[src/design/arbiter_config.svh]
`ifndef ARBITER_CONFIG_SVH
`define ARBITER_CONFIG_SVH

// Beat widths
`define DATA_WIDTH 32
`define KEEP_WIDTH 4

// Register map
`define REG_ADDR_WIDTH 2
`define REG_MODE 2'd0
`define REG_STATUS 2'd1

`endif

[src/design/arbiter_pkg.sv]
`include "arbiter_config.svh"

package arbiter_pkg;

	typedef logic [`DATA_WIDTH-1:0] word_t;
	typedef logic [`KEEP_WIDTH-1:0] keep_t;
	typedef logic [`REG_ADDR_WIDTH-1:0] reg_addr_t;

	// One stream beat, 37 bits
	typedef struct packed {
		word_t data;
		keep_t keep;
		logic last;
	} beat_t;

	// Ownership of the shared port
	typedef enum logic [1:0] {
		own_untrusted = 2'd0,
		own_trusted = 2'd1,
		drain_to_untrusted = 2'd2,
		drain_to_trusted = 2'd3
	} owner_state_t;

endpackage

[src/design/ctrl_regs.sv]
`timescale 1ns/1ns
`include "arbiter_config.svh"

module ctrl_regs
(
	input logic clk,
	input logic rst,
	input logic reg_wr,
	input logic reg_rd,
	input arbiter_pkg::reg_addr_t reg_addr,
	input arbiter_pkg::word_t reg_wdata,
	input arbiter_pkg::owner_state_t state,
	output arbiter_pkg::word_t reg_rdata,
	output logic reg_rvalid,
	output logic mode
);

	////////////////////////////////////////
	// Mode register
	////////////////////////////////////////

	// Bit 0 set requests trusted ownership
	always_ff @(posedge clk)
	begin
		if (rst)
			mode <= 1'b0;
		else if (reg_wr && reg_addr == `REG_MODE)
			mode <= reg_wdata[0];
	end

	////////////////////////////////////////
	// Read port
	////////////////////////////////////////

	always_ff @(posedge clk)
	begin
		if (rst)
			reg_rvalid <= 1'b0;
		else
			reg_rvalid <= reg_rd;
	end

	always_ff @(posedge clk)
	begin
		if (reg_rd)
		begin
			case (reg_addr)
				`REG_MODE: reg_rdata <= arbiter_pkg::word_t'(mode);
				`REG_STATUS: reg_rdata <= arbiter_pkg::word_t'(state);
				default: reg_rdata <= '0;
			endcase
		end
	end

	// One response per request, one cycle later, with known data
	rvalid_follows_read: assert property (
		@(posedge clk) disable iff (rst)
		reg_rvalid |-> $past(reg_rd) && !$isunknown(reg_rdata)
	);

endmodule

[src/design/owner_fsm.sv]
`timescale 1ns/1ns

module owner_fsm
(
	input logic clk,
	input logic rst,
	input logic mode,
	input logic tx_fire,
	input logic tx_last,
	input logic rx_fire,
	input logic rx_last,
	output arbiter_pkg::owner_state_t state,
	output logic trusted
);

	logic tx_open;
	logic rx_open;
	logic busy;
	arbiter_pkg::owner_state_t state_next;

	////////////////////////////////////////
	// Open packet tracking
	////////////////////////////////////////

	always_ff @(posedge clk)
	begin
		if (rst)
			tx_open <= 1'b0;
		else if (tx_fire)
			tx_open <= !tx_last;
	end

	always_ff @(posedge clk)
	begin
		if (rst)
			rx_open <= 1'b0;
		else if (rx_fire)
			rx_open <= !rx_last;
	end

	// A handshake in this cycle still counts as traffic
	assign busy = tx_open || rx_open || tx_fire || rx_fire;

	////////////////////////////////////////
	// Ownership FSM
	////////////////////////////////////////

	always_comb
	begin
		state_next = state;
		case (state)
			arbiter_pkg::own_untrusted:
				if (mode)
					state_next = arbiter_pkg::drain_to_trusted;
			arbiter_pkg::own_trusted:
				if (!mode)
					state_next = arbiter_pkg::drain_to_untrusted;
			arbiter_pkg::drain_to_trusted:
				if (!mode)
					state_next = arbiter_pkg::own_untrusted;
				else if (!busy)
					state_next = arbiter_pkg::own_trusted;
			arbiter_pkg::drain_to_untrusted:
				if (mode)
					state_next = arbiter_pkg::own_trusted;
				else if (!busy)
					state_next = arbiter_pkg::own_untrusted;
			default:
				state_next = arbiter_pkg::own_untrusted;
		endcase
	end

	always_ff @(posedge clk)
	begin
		if (rst)
			state <= arbiter_pkg::own_untrusted;
		else
			state <= state_next;
	end

	// Old owner keeps the port while draining
	assign trusted = (state == arbiter_pkg::own_trusted) ||
		(state == arbiter_pkg::drain_to_untrusted);

	// No switch in the middle of a packet
	owner_held_in_packet: assert property (
		@(posedge clk) disable iff (rst)
		(tx_open || rx_open) |=> $stable(trusted)
	);

endmodule

[src/design/stream_switch.sv]
`timescale 1ns/1ns

module stream_switch
(
	input logic trusted,
	// Transmit side
	input arbiter_pkg::beat_t t_tx,
	input logic t_tx_valid,
	input arbiter_pkg::beat_t u_tx,
	input logic u_tx_valid,
	input logic o_tx_ready,
	output arbiter_pkg::beat_t o_tx,
	output logic o_tx_valid,
	output logic t_tx_ready,
	output logic u_tx_ready,
	// Receive side
	input arbiter_pkg::beat_t o_rx,
	input logic o_rx_valid,
	input logic t_rx_ready,
	input logic u_rx_ready,
	output arbiter_pkg::beat_t t_rx,
	output logic t_rx_valid,
	output arbiter_pkg::beat_t u_rx,
	output logic u_rx_valid,
	output logic o_rx_ready,
	// Handshakes on the shared port
	output logic tx_fire,
	output logic rx_fire
);

	////////////////////////////////////////
	// Transmit multiplexer
	////////////////////////////////////////

	assign o_tx = trusted ? t_tx : u_tx;
	assign o_tx_valid = trusted ? t_tx_valid : u_tx_valid;
	assign t_tx_ready = trusted && o_tx_ready;
	assign u_tx_ready = !trusted && o_tx_ready;

	////////////////////////////////////////
	// Receive demultiplexer
	////////////////////////////////////////

	// Non-owner sees an idle, zeroed stream
	assign t_rx = trusted ? o_rx : '0;
	assign u_rx = trusted ? '0 : o_rx;
	assign t_rx_valid = trusted && o_rx_valid;
	assign u_rx_valid = !trusted && o_rx_valid;
	assign o_rx_ready = trusted ? t_rx_ready : u_rx_ready;

	assign tx_fire = o_tx_valid && o_tx_ready;
	assign rx_fire = o_rx_valid && o_rx_ready;

endmodule

[src/design/network_arbiter.sv]
`timescale 1ns/1ns

module network_arbiter
(
	input logic clk,
	input logic rst,
	// Register port
	input logic reg_wr,
	input logic reg_rd,
	input arbiter_pkg::reg_addr_t reg_addr,
	input arbiter_pkg::word_t reg_wdata,
	output arbiter_pkg::word_t reg_rdata,
	output logic reg_rvalid,
	// Trusted client
	input arbiter_pkg::beat_t t_tx,
	input logic t_tx_valid,
	output logic t_tx_ready,
	output arbiter_pkg::beat_t t_rx,
	output logic t_rx_valid,
	input logic t_rx_ready,
	// Untrusted client
	input arbiter_pkg::beat_t u_tx,
	input logic u_tx_valid,
	output logic u_tx_ready,
	output arbiter_pkg::beat_t u_rx,
	output logic u_rx_valid,
	input logic u_rx_ready,
	// Shared network port
	output arbiter_pkg::beat_t o_tx,
	output logic o_tx_valid,
	input logic o_tx_ready,
	input arbiter_pkg::beat_t o_rx,
	input logic o_rx_valid,
	output logic o_rx_ready,
	output logic trusted
);

	logic mode;
	logic tx_fire;
	logic rx_fire;
	arbiter_pkg::owner_state_t state;

	ctrl_regs ctrl_regs_inst (
		.clk(clk),
		.rst(rst),
		.reg_wr(reg_wr),
		.reg_rd(reg_rd),
		.reg_addr(reg_addr),
		.reg_wdata(reg_wdata),
		.state(state),
		.reg_rdata(reg_rdata),
		.reg_rvalid(reg_rvalid),
		.mode(mode)
	);

	// Packet ends are seen on the shared side
	owner_fsm owner_fsm_inst (
		.clk(clk),
		.rst(rst),
		.mode(mode),
		.tx_fire(tx_fire),
		.tx_last(o_tx.last),
		.rx_fire(rx_fire),
		.rx_last(o_rx.last),
		.state(state),
		.trusted(trusted)
	);

	stream_switch stream_switch_inst (
		.trusted(trusted),
		.t_tx(t_tx),
		.t_tx_valid(t_tx_valid),
		.u_tx(u_tx),
		.u_tx_valid(u_tx_valid),
		.o_tx_ready(o_tx_ready),
		.o_tx(o_tx),
		.o_tx_valid(o_tx_valid),
		.t_tx_ready(t_tx_ready),
		.u_tx_ready(u_tx_ready),
		.o_rx(o_rx),
		.o_rx_valid(o_rx_valid),
		.t_rx_ready(t_rx_ready),
		.u_rx_ready(u_rx_ready),
		.t_rx(t_rx),
		.t_rx_valid(t_rx_valid),
		.u_rx(u_rx),
		.u_rx_valid(u_rx_valid),
		.o_rx_ready(o_rx_ready),
		.tx_fire(tx_fire),
		.rx_fire(rx_fire)
	);

endmodule

[config.mk]
export PLATFORM = sky130hd
export DESIGN_NAME = network_arbiter
export DESIGN_NICKNAME = d
export VERILOG_FILES = /design/src/design/arbiter_pkg.sv /design/src/design/ctrl_regs.sv /design/src/design/owner_fsm.sv /design/src/design/stream_switch.sv /design/src/design/network_arbiter.sv
export VERILOG_INCLUDE_DIRS = /design/src /design/src/design
export SDC_FILE = /design/constraint.sdc
export NUM_CORES = 1
export LEC_CHECK = 0
export BUFFER_PORTS_ARGS = -buffer_cell sky130_fd_sc_hd__buf_2
export CORE_AREA = 3 3 119 121
export DETAILED_ROUTE_END_ITERATION = 10
export DIE_AREA = 0 0 122 124
export GPL_TIMING_DRIVEN = 0
export PLACE_DENSITY = 0.53
export SYNTH_ARGS = -nofsm -noshare
export SYNTH_HDL_FRONTEND = slang
export SYNTH_SLANG_ARGS = --single-unit
[constraint.sdc]
create_clock -name clk -period 4.7 [get_ports clk]
set_input_delay 0.94 -clock clk [delete_from_list [all_inputs] [get_ports clk]]
set_output_delay 0.94 -clock clk [all_outputs]
set_load 0.01 [all_outputs]
# Word level (Yosys, flattened, before mapping)
# Cells that the tools add are included.
[totals]
reg_bits = 38
latch_bits = 0
ram_bits = 0
mem_bits_ro = 0
inputBits = 155
output_inout_bits = 151
memories = 0
[op_classes]
n_addsub = 0
multipliers = 0
n_div = 0
magnitude_cmp = 0
n_eq_ne = 8
shifts = 0
n_mux = 13
bitwise_logic = 0
reduce_logical = 17
[op_table]
columns = ["operator", "count"]
rows = [
  ["37-bit 2-to-1 mux", 3],
  ["2-bit 2-to-1 mux", 6],
  ["2-bit one-hot mux with 4 select lines", 1],
  ["1-bit logical AND", 7],
  ["3-bit inequality test, second input constant", 2],
  ["2-bit by 1-bit equality test with 1-bit output, second input constant", 2],
  ["2-bit equality test, second input constant", 2],
  ["2-bit logical NOT", 2],
  ["1-bit logical OR", 4],
  ["2-bit inequality test, second input constant", 2],
  ["2-bit one-hot mux with 2 select lines", 1],
  ["4-bit AND reduction", 1],
  ["1-bit logical NOT", 3],
  ["1-bit 2-to-1 mux", 2],
]

# Depth between registers and ports, before layout
[depth]
word_depth = 9
mapped_depth = 7
ltp_nobuf = 6

# Modules after synthesis
# Synthesis repeated with hierarchy kept, for this count alone.
[hier_totals]
hier_cells = 201
area_unflattened_um2 = 1830.5
[modules_own_cells]
columns = ["module", "n_inst", "cells_per_inst", "area_per_inst_um2"]
rows = [
  ["stream_switch", 1, 132, 1183.6],
  ["ctrl_regs", 1, 43, 392.9],
  ["owner_fsm", 1, 26, 254.0],
]

# Worst setup path before layout
# OpenSTA, ideal clock, no wires.
[synth_timing]
path_kind = "register to output"
start = "register owner_fsm_inst.state[1]"
end = "output port o_tx[10] (netlist bit)"
arrival_time_ns = 1.705
slack_ns = 2.055
path_stages_with_launch = 6
path_buffers = 2
path_cell_list = "dfxtp_1 > inv_1 > ha_1 > buf_6 > clkbuf_1 > mux2_2"
[synth_rtl]
columns = ["element", "line", "text"]
rows = [
  ["start: declaration", "owner_fsm.sv:12", "output arbiter_pkg::owner_state_t state,"],
  ["start signal: assignment", "owner_fsm.sv:76", "state <= arbiter_pkg::own_untrusted;"],
  ["start signal: assignment", "owner_fsm.sv:78", "state <= state_next;"],
  ["end: declaration", "network_arbiter.sv:29", "output arbiter_pkg::beat_t o_tx,"],
]

==> flow_metrics.tcl <==
set metrics [dict create \
    drc 0 \
    cts-resized-gates 0 \
    min_path_type "flop to flop" \
    run_status "finished, final reports clean" \
    clock_path_buffers 2 \
    synth_ff_type "dfxtp_1" \
    synth_edf_count 2 \
    end_kind "primary output" \
    cts_tree "built" \
    viasPerCell 3.47 \
    internal-power_mw 0.916 \
    max_cap_violations 0 \
    critPathMaxFanout 10 \
    final-max-slew-violation-count 0 \
    grt_max_degree 11 \
    fmax_ghz 0.297 \
    grt_pass1_wl_um 11600 \
    slew_headroom_pct 65.0 \
    avgRoutedWirePerCell_um 12.7 \
    num_rows 42 \
    netlist_top_cells_area "mux2_2 27%, nor2b_1 15%, and2_1 15%" \
    synth.distinct_cells 24 \
    startpoint_type "flop" \
    pwr-share-comb_pct 86.4 \
    layout-drive-gt1-share_pct 66.7 \
    nets 642 \
    p_leak_nw 1.87 \
    path_class "flop to primary output" \
    grt_pass1_vias 2193 \
    area_growth_pct 98.0 \
    core_area_mm2 0.0132 \
    die_height_um 124 \
    dpl_worst_slack_ns 1.53 \
    insertion_delay_ns 0.23 \
    ys_seq_area_share_pct 10.8 \
    hold_violations 0 \
    multi_input_comb_area_mm2 0.00129 \
    max_slew.worst_pin.slew_ns 0.525 \
    synth.top_cells.by_count "40 x mux2_2, 40 x nor2b_1, 39 x and2_1" \
    syn_avg_cell_area_um2 8.15 \
    vdd_drop_max_mv 0.176 \
    io_buffers 244 \
    numCtsBuffers 3 \
    seq_power_share_pct 5.5 \
    crit_arrival_ns 2.43 \
    fin_crit_sh_pct 71.6 \
    routed_wl_um 8320 \
    hpwl_um 7510 \
    rsz0062_at_grt "no" \
    yosysTopAreaCell "mux2_2" \
    synth_seq_cells 8 \
    async_reset_ff_share_pct 0 \
    fillCellCount 1509 \
    track_usage_pct 9.60 \
    finalSetupTns_ns 0 \
    cp.required_ns 3.76 \
    regArea_um2 180 \
    p_per_area_mw_per_mm2 554 \
    setup_viol_count_final 0 \
    post-cts-setup-buffers 0 \
    antenna_cells 0 \
    drt_pre_antenna_iters 4 \
    setup_ws_ns 1.33 \
    antenna_found_initial 2 \
    cts.htree.levels 1 \
    die_area_mm2 0.0151 \
    die_width_um 122 \
    switchingPower_mw 0.908 \
    start_util_pct 12.6 \
    gp_congestion 0.771 \
    clk_pin_slew_ns 0.04 \
    drt_iter0_drc 61 \
    cts-hold-fix-buffers 0 \
    clock-root-buffer "clkbuf_16" \
    num_vias 2282 \
    syn_inst 204 \
    swShare_pct 49.8 \
    syn-cell-area_mm2 0.00166 \
    cts.sinks 8 \
    period_minus_slack_ns 3.37 \
    pin_count 306 \
    fin_skew_ns 0.00113 \
    netlist.area_leader.share_pct 27.1 \
    postRouteAntennaNets 0 \
    grt-ovfl-total 0 \
    p_clk_share_pct 8.2 \
    synth_warnings 0 \
]
[area by class of cell]
cell class              instances  area share, %
flip-flops and latches          8           5.47
repair buffers                244           37.1
clock buffers                   4           2.39
inverters                       3          0.342
plain buffers                  44           8.78
well taps                     176           6.69
multi-input cells             178           39.2
[logic make-up after synthesis]
kind of cell    after synthesis  share of synthesized area (%)
buf+inv                      47                           18.1
fa+ha+maj                     5                           3.76
flops                         8                           10.8
compound gates               11                           5.87
simple gates                 90                           32.7
mux                          42                           28.6
other cells                   1                          0.226
[power groups by stage]
stage	sequential, mW	clock (mW)	combinational (mW)
after CTS	0.100	0.151	1.60
after global routing	0.103	0.156	1.73
after detailed placement	0.102	0	1.60
after global placement	0.101	0	1.60
final	0.0996	0.149	1.58
after floorplan	0.0990	0	0.955
[cells in the final DEF (no fill, tap or decap), drive strengths merged, types with 2 or more instances in the layout]
cell,n
mux2,41
clkbuf,16
dfxtp,6
inv,3
ha,5
and2,39
a211oi,4
nor2b,40
edfxtp,2
a21oi,3
conb,30
nor2,5
nand2,3
buf,276
[layer usage]
metal	up-vias	global-route usage, %	wire length (um)
met5	-	0	14
met1	1000	12.4	3430
met2	108	16.9	4190
met3	10	2.09	637
li1	1160	-	-
met4	4	1.26	52
[per-stage QoR]
stage / power (mW) / util [%] / hold WS, ns / cell area (um^2) / cells
6_report: 1.82 / 25.0 / 0.537 / 3290 / 657
3_5_place_dp: 1.70 / 24.4 / 0.525 / 3210 / 653
5_1_grt: 1.99 / 25.0 / 0.600 / 3290 / 657
4_1_cts: 1.86 / 25.0 / 0.536 / 3290 / 657
3_3_place_gp: 1.70 / 24.4 / 0.525 / 3210 / 653
2_1_floorplan: 1.05 / - / 0.485 / 1770 / 233
[sequential cells by signal, summed over array words and instances (netlist names)]
register,flops
ctrl_regs_inst.mode,1
ctrl_regs_inst.reg_rdata,2
ctrl_regs_inst.reg_rvalid,1
owner_fsm_inst.rx_open,1
owner_fsm_inst.state,2
owner_fsm_inst.tx_open,1
[critical path, cell delays in order, from the launching register on]
cell and delay [ns]:
dfxtp_1 0.43, inv_1 0.12, ha_1 0.34, buf_6 0.17, clkbuf_1 0.38, clkbuf_1 0.46, nor2b_1 0.12, buf_2 0.17
[final timing paths]
check             depth (start not counted)                 endpoint                     from  slack [ns]
hold / removal                            2      ctrl_regs_inst.mode      ctrl_regs_inst.mode        0.54
hold reg to reg                           2      ctrl_regs_inst.mode      ctrl_regs_inst.mode        0.54
setup reg to reg                          7  owner_fsm_inst.state[1]  owner_fsm_inst.state[0]        2.46
setup / recovery                          7                 u_rx[11]  owner_fsm_inst.state[0]        1.33
Power figures use the tool's default switching activity.
